--- src/pss_sig_pkg.sv ---
package pss_sig_pkg;

    // ----------------------------------------
    // sample and metric widths
    // ----------------------------------------

    localparam int SAMPLE_DW = 8;
    localparam int PSS_LEN   = 16;
    localparam int NUM_SEQ   = 3;

    // 2 * 16 * 128 = 4096 is the largest metric, so 14 bits leave headroom
    localparam int METRIC_DW = 14;

    // a per-component sum grows by log2(PSS_LEN) bits, plus one so +2048 fits
    localparam int ACC_DW = SAMPLE_DW + $clog2(PSS_LEN) + 1;

    // ----------------------------------------
    // types
    // ----------------------------------------

    typedef struct packed {
        logic signed [SAMPLE_DW-1:0] re;
        logic signed [SAMPLE_DW-1:0] im;
    } iq_sample_t;

    // element 0 holds the newest sample, element PSS_LEN-1 the oldest
    typedef iq_sample_t [PSS_LEN-1:0] sample_window_t;

    // bit i is tap i, a 1 stands for +1 and a 0 for -1
    // tap 0 is transmitted first, so it lines up with the oldest window element
    typedef logic [PSS_LEN-1:0] pss_taps_t;

    typedef logic [METRIC_DW-1:0] metric_t;

    typedef logic signed [ACC_DW-1:0] acc_t;

    // ----------------------------------------
    // local sequences, one per N_id_2
    // ----------------------------------------

    // pairwise zero-lag cross-correlation of these is -2, -2 and -4
    localparam pss_taps_t PSS_TAPS [NUM_SEQ] = '{
        16'h1ACF,
        16'h63A5,
        16'hC659
    };

endpackage

--- src/pss_ctrl_pkg.sv ---
package pss_ctrl_pkg;

    // ----------------------------------------
    // detection control
    // ----------------------------------------

    // the encoding 3 is not named and behaves like PAUSE
    typedef enum logic [1:0] {
        SEARCH = 2'd0,
        FIND   = 2'd1,
        PAUSE  = 2'd2
    } detect_mode_t;

    typedef logic [1:0] nid2_t;

    // a lane peaks on the first metric at or above this level
    localparam pss_sig_pkg::metric_t PEAK_THRESHOLD = pss_sig_pkg::metric_t'(1200);

    // ----------------------------------------
    // detection result
    // ----------------------------------------

    // valid pulses for one cycle, nid2 holds until the next detection
    typedef struct packed {
        logic  valid;
        nid2_t nid2;
    } nid2_result_t;

endpackage

--- src/pss_sample_window.sv ---
`timescale 1ns/1ps

module pss_sample_window (
    input  logic                        clk_i,
    input  logic                        reset_ni,
    input  pss_sig_pkg::iq_sample_t     sample_i,
    input  logic                        sample_valid_i,
    input  logic                        window_en_i,
    output pss_sig_pkg::sample_window_t window_o,
    output logic                        window_valid_o
);

    import pss_sig_pkg::*;

    iq_sample_t     sample_q;
    logic           accept_q;
    sample_window_t window_q;
    logic           window_valid_q;

    // ----------------------------------------
    // input register
    // ----------------------------------------

    // the sample is captured on the accepting edge and shifted in one edge later
    always_ff @(posedge clk_i) begin
        if (sample_valid_i && window_en_i) begin
            sample_q <= sample_i;
        end
    end

    always_ff @(posedge clk_i) begin
        if (!reset_ni) begin
            accept_q <= 1'b0;
        end else begin
            accept_q <= sample_valid_i && window_en_i;
        end
    end

    // ----------------------------------------
    // shared delay line
    // ----------------------------------------

    // one copy feeds all three lanes, the newest sample enters at element 0
    always_ff @(posedge clk_i) begin
        if (!reset_ni) begin
            window_q       <= '0;
            window_valid_q <= 1'b0;
        end else begin
            window_valid_q <= accept_q;
            if (accept_q) begin
                window_q <= {window_q[PSS_LEN-2:0], sample_q};
            end
        end
    end

    assign window_o       = window_q;
    assign window_valid_o = window_valid_q;

    // every window update goes back to an accept made while the front end was enabled
    a_valid_needs_enable : assert property (@(posedge clk_i) disable iff (!reset_ni)
        window_valid_o |-> $past(window_en_i, 2));

endmodule

--- src/pss_correlator_lane.sv ---
`timescale 1ns/1ps

module pss_correlator_lane #(
    parameter int LANE = 0
) (
    input  logic                        clk_i,
    input  logic                        reset_ni,
    input  pss_sig_pkg::sample_window_t window_i,
    input  logic                        window_valid_i,
    output pss_sig_pkg::metric_t        metric_o,
    output logic                        metric_valid_o,
    output logic                        peak_o
);

    import pss_sig_pkg::*;
    import pss_ctrl_pkg::*;

    acc_t              sum_re;
    acc_t              sum_im;
    logic [ACC_DW-1:0] abs_re;
    logic [ACC_DW-1:0] abs_im;
    metric_t           metric_q;
    logic              metric_valid_q;
    metric_t           prev_metric_q;
    logic              peak_q;

    // ----------------------------------------
    // correlation with the local sequence
    // ----------------------------------------

    // taps are +-1, so each product reduces to an add or a subtract
    // tap 0 was sent first and sits at the oldest end of the window
    always_comb begin
        sum_re = '0;
        sum_im = '0;
        for (int i = 0; i < PSS_LEN; i++) begin
            if (PSS_TAPS[LANE][i]) begin
                sum_re = sum_re + acc_t'(window_i[PSS_LEN-1-i].re);
                sum_im = sum_im + acc_t'(window_i[PSS_LEN-1-i].im);
            end else begin
                sum_re = sum_re - acc_t'(window_i[PSS_LEN-1-i].re);
                sum_im = sum_im - acc_t'(window_i[PSS_LEN-1-i].im);
            end
        end
    end

    // the most negative sum is -2048, so the magnitude never wraps
    always_comb begin
        abs_re = sum_re[ACC_DW-1] ? -sum_re : sum_re;
        abs_im = sum_im[ACC_DW-1] ? -sum_im : sum_im;
    end

    // ----------------------------------------
    // metric register
    // ----------------------------------------

    // |re| + |im| stands in for the true magnitude
    always_ff @(posedge clk_i) begin
        if (window_valid_i) begin
            metric_q <= metric_t'(abs_re) + metric_t'(abs_im);
        end
    end

    always_ff @(posedge clk_i) begin
        if (!reset_ni) begin
            metric_valid_q <= 1'b0;
        end else begin
            metric_valid_q <= window_valid_i;
        end
    end

    // ----------------------------------------
    // rising threshold crossing
    // ----------------------------------------

    // only the first metric above threshold fires, a plateau gives one pulse
    always_ff @(posedge clk_i) begin
        if (!reset_ni) begin
            prev_metric_q <= '0;
            peak_q        <= 1'b0;
        end else begin
            peak_q <= 1'b0;
            if (metric_valid_q) begin
                prev_metric_q <= metric_q;
                peak_q        <= (metric_q >= PEAK_THRESHOLD) &&
                                 (prev_metric_q < PEAK_THRESHOLD);
            end
        end
    end

    assign metric_o       = metric_q;
    assign metric_valid_o = metric_valid_q;
    assign peak_o         = peak_q;

    // a peak is always the consequence of a fresh metric one cycle earlier
    a_peak_after_metric : assert property (@(posedge clk_i) disable iff (!reset_ni)
        peak_o |-> $past(metric_valid_o));

endmodule

--- src/pss_nid2_decider.sv ---
`timescale 1ns/1ps

module pss_nid2_decider (
    input  logic                             clk_i,
    input  logic                             reset_ni,
    input  logic [pss_sig_pkg::NUM_SEQ-1:0]  peaks_i,
    input  pss_ctrl_pkg::detect_mode_t       mode_i,
    input  pss_ctrl_pkg::nid2_t              requested_nid2_i,
    output logic                             window_en_o,
    output pss_ctrl_pkg::nid2_result_t       result_o
);

    import pss_sig_pkg::*;
    import pss_ctrl_pkg::*;

    logic [1:0]   peak_cnt;
    nid2_t        peak_idx;
    logic         single_peak;
    logic         req_hit;
    nid2_result_t result_q;
    logic         window_en_q;

    // ----------------------------------------
    // peak vector check
    // ----------------------------------------

    // count the lanes that fired and remember which one it was
    always_comb begin
        peak_cnt = '0;
        peak_idx = '0;
        for (int k = 0; k < NUM_SEQ; k++) begin
            if (peaks_i[k]) begin
                peak_cnt = peak_cnt + 2'd1;
                peak_idx = nid2_t'(k);
            end
        end
    end

    // two lanes at once is ambiguous and is dropped
    assign single_peak = (peak_cnt == 2'd1);

    // a requested value of 3 has no lane and never matches
    assign req_hit = single_peak && (peak_idx == requested_nid2_i);

    // ----------------------------------------
    // mode FSM and result register
    // ----------------------------------------

    always_ff @(posedge clk_i) begin
        if (!reset_ni) begin
            result_q    <= '0;
            window_en_q <= 1'b0;
        end else begin
            result_q.valid <= 1'b0;
            case (mode_i)
                SEARCH: begin
                    window_en_q <= 1'b1;
                    if (single_peak) begin
                        result_q.valid <= 1'b1;
                        result_q.nid2  <= peak_idx;
                    end
                end
                FIND: begin
                    window_en_q <= 1'b1;
                    if (req_hit) begin
                        result_q.valid <= 1'b1;
                        result_q.nid2  <= requested_nid2_i;
                    end
                end
                default: begin
                    // pause stops the front end from accepting new samples
                    window_en_q <= 1'b0;
                end
            endcase
        end
    end

    assign window_en_o = window_en_q;
    assign result_o    = result_q;

    // no detection may leave the decider right after a paused cycle
    a_no_result_after_pause : assert property (@(posedge clk_i) disable iff (!reset_ni)
        result_o.valid |-> ($past(mode_i) inside {SEARCH, FIND}));

endmodule

--- src/pss_detector.sv ---
`timescale 1ns/1ps

module pss_detector (
    input  logic                       clk_i,
    input  logic                       reset_ni,
    input  pss_sig_pkg::iq_sample_t    sample_i,
    input  logic                       sample_valid_i,
    input  pss_ctrl_pkg::detect_mode_t mode_i,
    input  pss_ctrl_pkg::nid2_t        requested_nid2_i,
    output pss_ctrl_pkg::nid2_result_t result_o
);

    import pss_sig_pkg::*;

    sample_window_t     window;
    logic               window_valid;
    logic               window_en;
    logic [NUM_SEQ-1:0] peaks;

    // ----------------------------------------
    // shared sample window
    // ----------------------------------------

    pss_sample_window i_sample_window (
        .clk_i          (clk_i),
        .reset_ni       (reset_ni),
        .sample_i       (sample_i),
        .sample_valid_i (sample_valid_i),
        .window_en_i    (window_en),
        .window_o       (window),
        .window_valid_o (window_valid)
    );

    // ----------------------------------------
    // one correlator lane per N_id_2
    // ----------------------------------------

    // the metrics stay inside the lanes, only the peak flags go on
    for (genvar n = 0; n < NUM_SEQ; n++) begin : g_lane
        pss_correlator_lane #(
            .LANE (n)
        ) i_lane (
            .clk_i          (clk_i),
            .reset_ni       (reset_ni),
            .window_i       (window),
            .window_valid_i (window_valid),
            .metric_o       (),
            .metric_valid_o (),
            .peak_o         (peaks[n])
        );
    end

    pss_nid2_decider i_nid2_decider (
        .clk_i            (clk_i),
        .reset_ni         (reset_ni),
        .peaks_i          (peaks),
        .mode_i           (mode_i),
        .requested_nid2_i (requested_nid2_i),
        .window_en_o      (window_en),
        .result_o         (result_o)
    );

endmodule

--- config.mk ---
export PLATFORM = sky130hd
export DESIGN_NAME = pss_detector
export DESIGN_NICKNAME = d
export VERILOG_FILES = /design/src/pss_sig_pkg.sv /design/src/pss_ctrl_pkg.sv /design/src/pss_sample_window.sv /design/src/pss_correlator_lane.sv /design/src/pss_nid2_decider.sv /design/src/pss_detector.sv
export SDC_FILE = /design/constraint.sdc
export NUM_CORES = 2
export LEC_CHECK = 0
export BUFFER_PORTS_ARGS = -buffer_cell sky130_fd_sc_hd__buf_2
export CAP_MARGIN = 20
export CORE_MARGIN = 4
export CORE_UTILIZATION = 30
export DETAILED_ROUTE_END_ITERATION = 8
export GPL_ROUTABILITY_DRIVEN = 0
export SETUP_SLACK_MARGIN = 0.15
export SLEW_MARGIN = 20
export SYNTH_ARGS = -nofsm -noshare
export SYNTH_HDL_FRONTEND = slang
export SYNTH_SLANG_ARGS = --single-unit
--- constraint.sdc ---
create_clock -name clk_i -period 16 [get_ports clk_i]
set_input_delay 1.6 -clock clk_i [delete_from_list [all_inputs] [get_ports clk_i]]
set_output_delay 1.6 -clock clk_i [all_outputs]
set_load 0.1 [all_outputs]
==> results.toml <==
[floorplan]
core_region_area_um2 = 122000
die_w_um = 359
rows = 128
die_h_um = 359
initial_core_util_pct = 30.3
die_area_um2 = 129000
io_pins = 26

[worst_setup_path]
end_kind = "flop"
path_common_cell = "fa_1"
critPathLaunchType = "flop"
cp_data_arrival_time_ns = 9.44
cp_slowest_cell = "xnor2_1"
path_class = "flop to flop"
reg2reg_depth = 28
worstPathRequired_ns = 16.34
cp.depth = 28
critPathMaxFanout = 12
slowest_delay_ns = 0.69
crit_buf_inv = 5
worst_path_dominant_cell_family = "adder cells"

[sta]
min_period_over_period_pct = 56.8
layout_setup_ws_ns = 6.90
timing.hold.ws_ns = 0.467
rsz0062_at_grt = "false"
finalHoldViolations = 0
skew_ns = 0.0180
slew_headroom_pct = 32.2
tightest_slew_ns = 1.02
finalCriticalPeriod_ns = 9.10
setup_violations = 0
max_freq_ghz = 0.110
finalMaxSlewViolations = 0
finalSetupTns_ns = 0

[global_route]
grt_pass1_vias = 24432
grt_max_degree = 144
overflow = 0
grt_use_total_pct = 12.5
grt_first_pass_wirelength_um = 131000
grt_antenna_before_repair = 3

[detailed_routing]
ant_nets = 0
via_per_inst = 4.36
post_drt_wl_per_cell_um = 14.9
routed_wirelength_um = 79000
drc = 0
dr.pass1.iters = 5
via_count = 23189
first_iter_violations = 1031

[clock_network]
clockBufferDepth = 3
insertion_delay_ns = 0.59
cts_tree = "yes"
cts_resized = 0
clk_pin_slew_worst_paths_ns = 0.06
clock_sinks = 342
cts_hold_buffers = 0
cts_buffers = 44
cts_setup_buffers = 0
h-tree-depth = 2
cts-root-buf = "clkbuf_16"

[finish]
area_growth_syn_to_layout_pct = 9.69
fin_cells = 5317
nets = 4575
drive_gt1_share_pct = 3.63

[synth]
synth_area_um2 = 36900
yosysTopAreaCellShare_pct = 36.3
yosysSeqAreaShare_pct = 19.8
synth_cell_types = 65
synth_top_area_cell = "fa_1"
synth_cells = 3651
avgSynthCellArea_um2 = 10.1
yosys_warnings = 0
async_flop_share_pct = 0
synth_flop_cell = "dfxtp_1"
synth.net_count = 4572
synth_edf_count = 46
ys_ff_latch = 342
ys_top_cells_by_area = "fa_1 36%, dfxtp_1 16%, inv_1 8.7%"

[power_and_ir_drop]
leakage_nw = 17.1
powerDensity_nw_per_um2 = 85.4
vdd_ir_drop_max_mv = 0.113

[placed_design]
place_ws_ns = 7.05
dp_cells = 5233
io_buffers = 25
dp_hpwl_um = 66000

[hold_path]
hold_path_depth = 1
min_path_type = "flop to flop"

[run_status]
status = "completed"

[run]
max_cap_viol_count = 0
[kinds of logic after synthesis]
family	synth area share, %
AOI/OAI and AO/OA	6.37
xor gates and xnor gates	4.93
adders and majority gates	44.0
buffers and inverters	9.52
DFF	19.8
muxes	7.97
and+or+nand+nor	7.38
[state kept, by name (all words and copies together), names as in the netlist]
register and cells:
g_lane.i_lane.metric_valid_o 1, g_lane.i_lane.peak_o 3, i_sample_window.window_valid_o 1, i_nid2_decider.window_en_o 1, i_nid2_decider.result_o 3, i_sample_window.window_o 256
g_lane.i_lane.prev_metric_q 30, g_lane.i_lane.metric_o 30, i_sample_window.accept_q 1, i_sample_window.sample_q 16
[per-stage QoR]
| step | total power, mW | utilization (%) | area, µm² |
|---|---|---|---|
| 6_report | 3.46 | 33.2 | 40500 |
| 5_1_grt | 3.68 | 33.2 | 40500 |
| 4_1_cts | 3.49 | 33.2 | 40500 |
| 3_5_place_dp | 2.35 | 31.8 | 38900 |
| 3_3_place_gp | 2.33 | 31.8 | 38900 |
| 2_1_floorplan | 2.05 | - | 36900 |
[metal layers]
layer,wire (µm),up-vias,track usage (%)
li1,-,11288,-
met1,38100,11525,17.7
met2,36600,283,20.3
met3,2380,91,1.46
met4,1850,2,3.11
met5,13,-,0
[cells in the mapped netlist (27+ instances only)]
cell type  instances
a21o_1            46
nor2_1           414
o21ai_0           50
xor2_1            77
fa_1             669
nand2_1           46
buf_1             27
mux2i_1          286
edfxtp_1          46
nor3_1            30
a21oi_1           98
inv_1            858
ha_1             229
xnor2_1          128
clkbuf_1          46
dfxtp_1          296
[power by group]
group	internal [mW]	switching, mW	total (mW)
registers	0.956	0.00798	0.964
logic	0.587	0.795	1.38
clock network	0.686	0.426	1.11
total	2.23	1.23	3.46
[layout make-up]
class	instances	area, µm²
Antenna cell	2	5.00
Tap cell	1625	2030
Timing Repair Buffer	33	198
Clock buffer	55	1240
Clock inverter	27	387
Fill cell	12392	81500
Multi-Input combinational cell	2375	26100
Inverter	858	3230
Sequential cell	342	7310
[cells in the final DEF (no fill, tap or decap), types with 6 or more instances in the layout]
| cell | instances |
|---|---|
| a2111oi_0 | 9 |
| a211o_1 | 12 |
| a211oi_1 | 21 |
| a21boi_0 | 9 |
| a21o_1 | 46 |
| a21oi_1 | 98 |
| a31oi_1 | 11 |
| and2_1 | 6 |
| and3_1 | 16 |
| buf_2 | 25 |
| buf_4 | 7 |
| bufinv_16 | 8 |
| clkbuf_1 | 6 |
| clkbuf_16 | 48 |
| dfxtp_1 | 295 |
| edfxtp_1 | 46 |
| fa_1 | 669 |
| ha_1 | 229 |
| inv_1 | 857 |
| inv_6 | 6 |
| mux2_2 | 7 |
| mux2i_1 | 286 |
| nand2_1 | 46 |
| nand2b_1 | 24 |
| nand3_1 | 18 |
| nor2_1 | 414 |
| nor2b_1 | 24 |
| nor3_1 | 30 |
| nor4_1 | 7 |
| o21a_1 | 23 |
| o21ai_0 | 50 |
| o21ai_1 | 6 |
| o21bai_1 | 20 |
| o31ai_1 | 9 |
| or2_2 | 10 |
| or3_1 | 8 |
| xnor2_1 | 128 |
| xor2_1 | 77 |
[final timing paths]
check | from | endpoint | slack (ns)
setup / recovery | i_sample_window.window_o[10] | g_lane[0].i_lane.metric_o[13] | 6.90
setup reg to reg | i_sample_window.window_o[10] | g_lane[0].i_lane.metric_o[13] | 6.90
hold / removal | g_lane[2].i_lane.prev_metric_q[10] | g_lane[2].i_lane.peak_o | 0.47
hold reg to reg | g_lane[2].i_lane.prev_metric_q[10] | g_lane[2].i_lane.peak_o | 0.47
[worst reg2reg max path: cells and delay by family (launching register included)]
| family | cells | cell delay (ns) |
|---|---|---|
| AO/OA/AOI/OAI | 12 | 2.91 |
| XOR/XNOR | 1 | 0.69 |
| adder cells (fa/ha/maj) | 8 | 3.78 |
| buffers and inverters | 5 | 0.43 |
| flip-flops | 1 | 0.49 |
| multiplexers | 1 | 0.43 |
| AND/OR/NAND/NOR | 1 | 0.12 |
No activity file was read; power rests on OpenSTA's default activity.
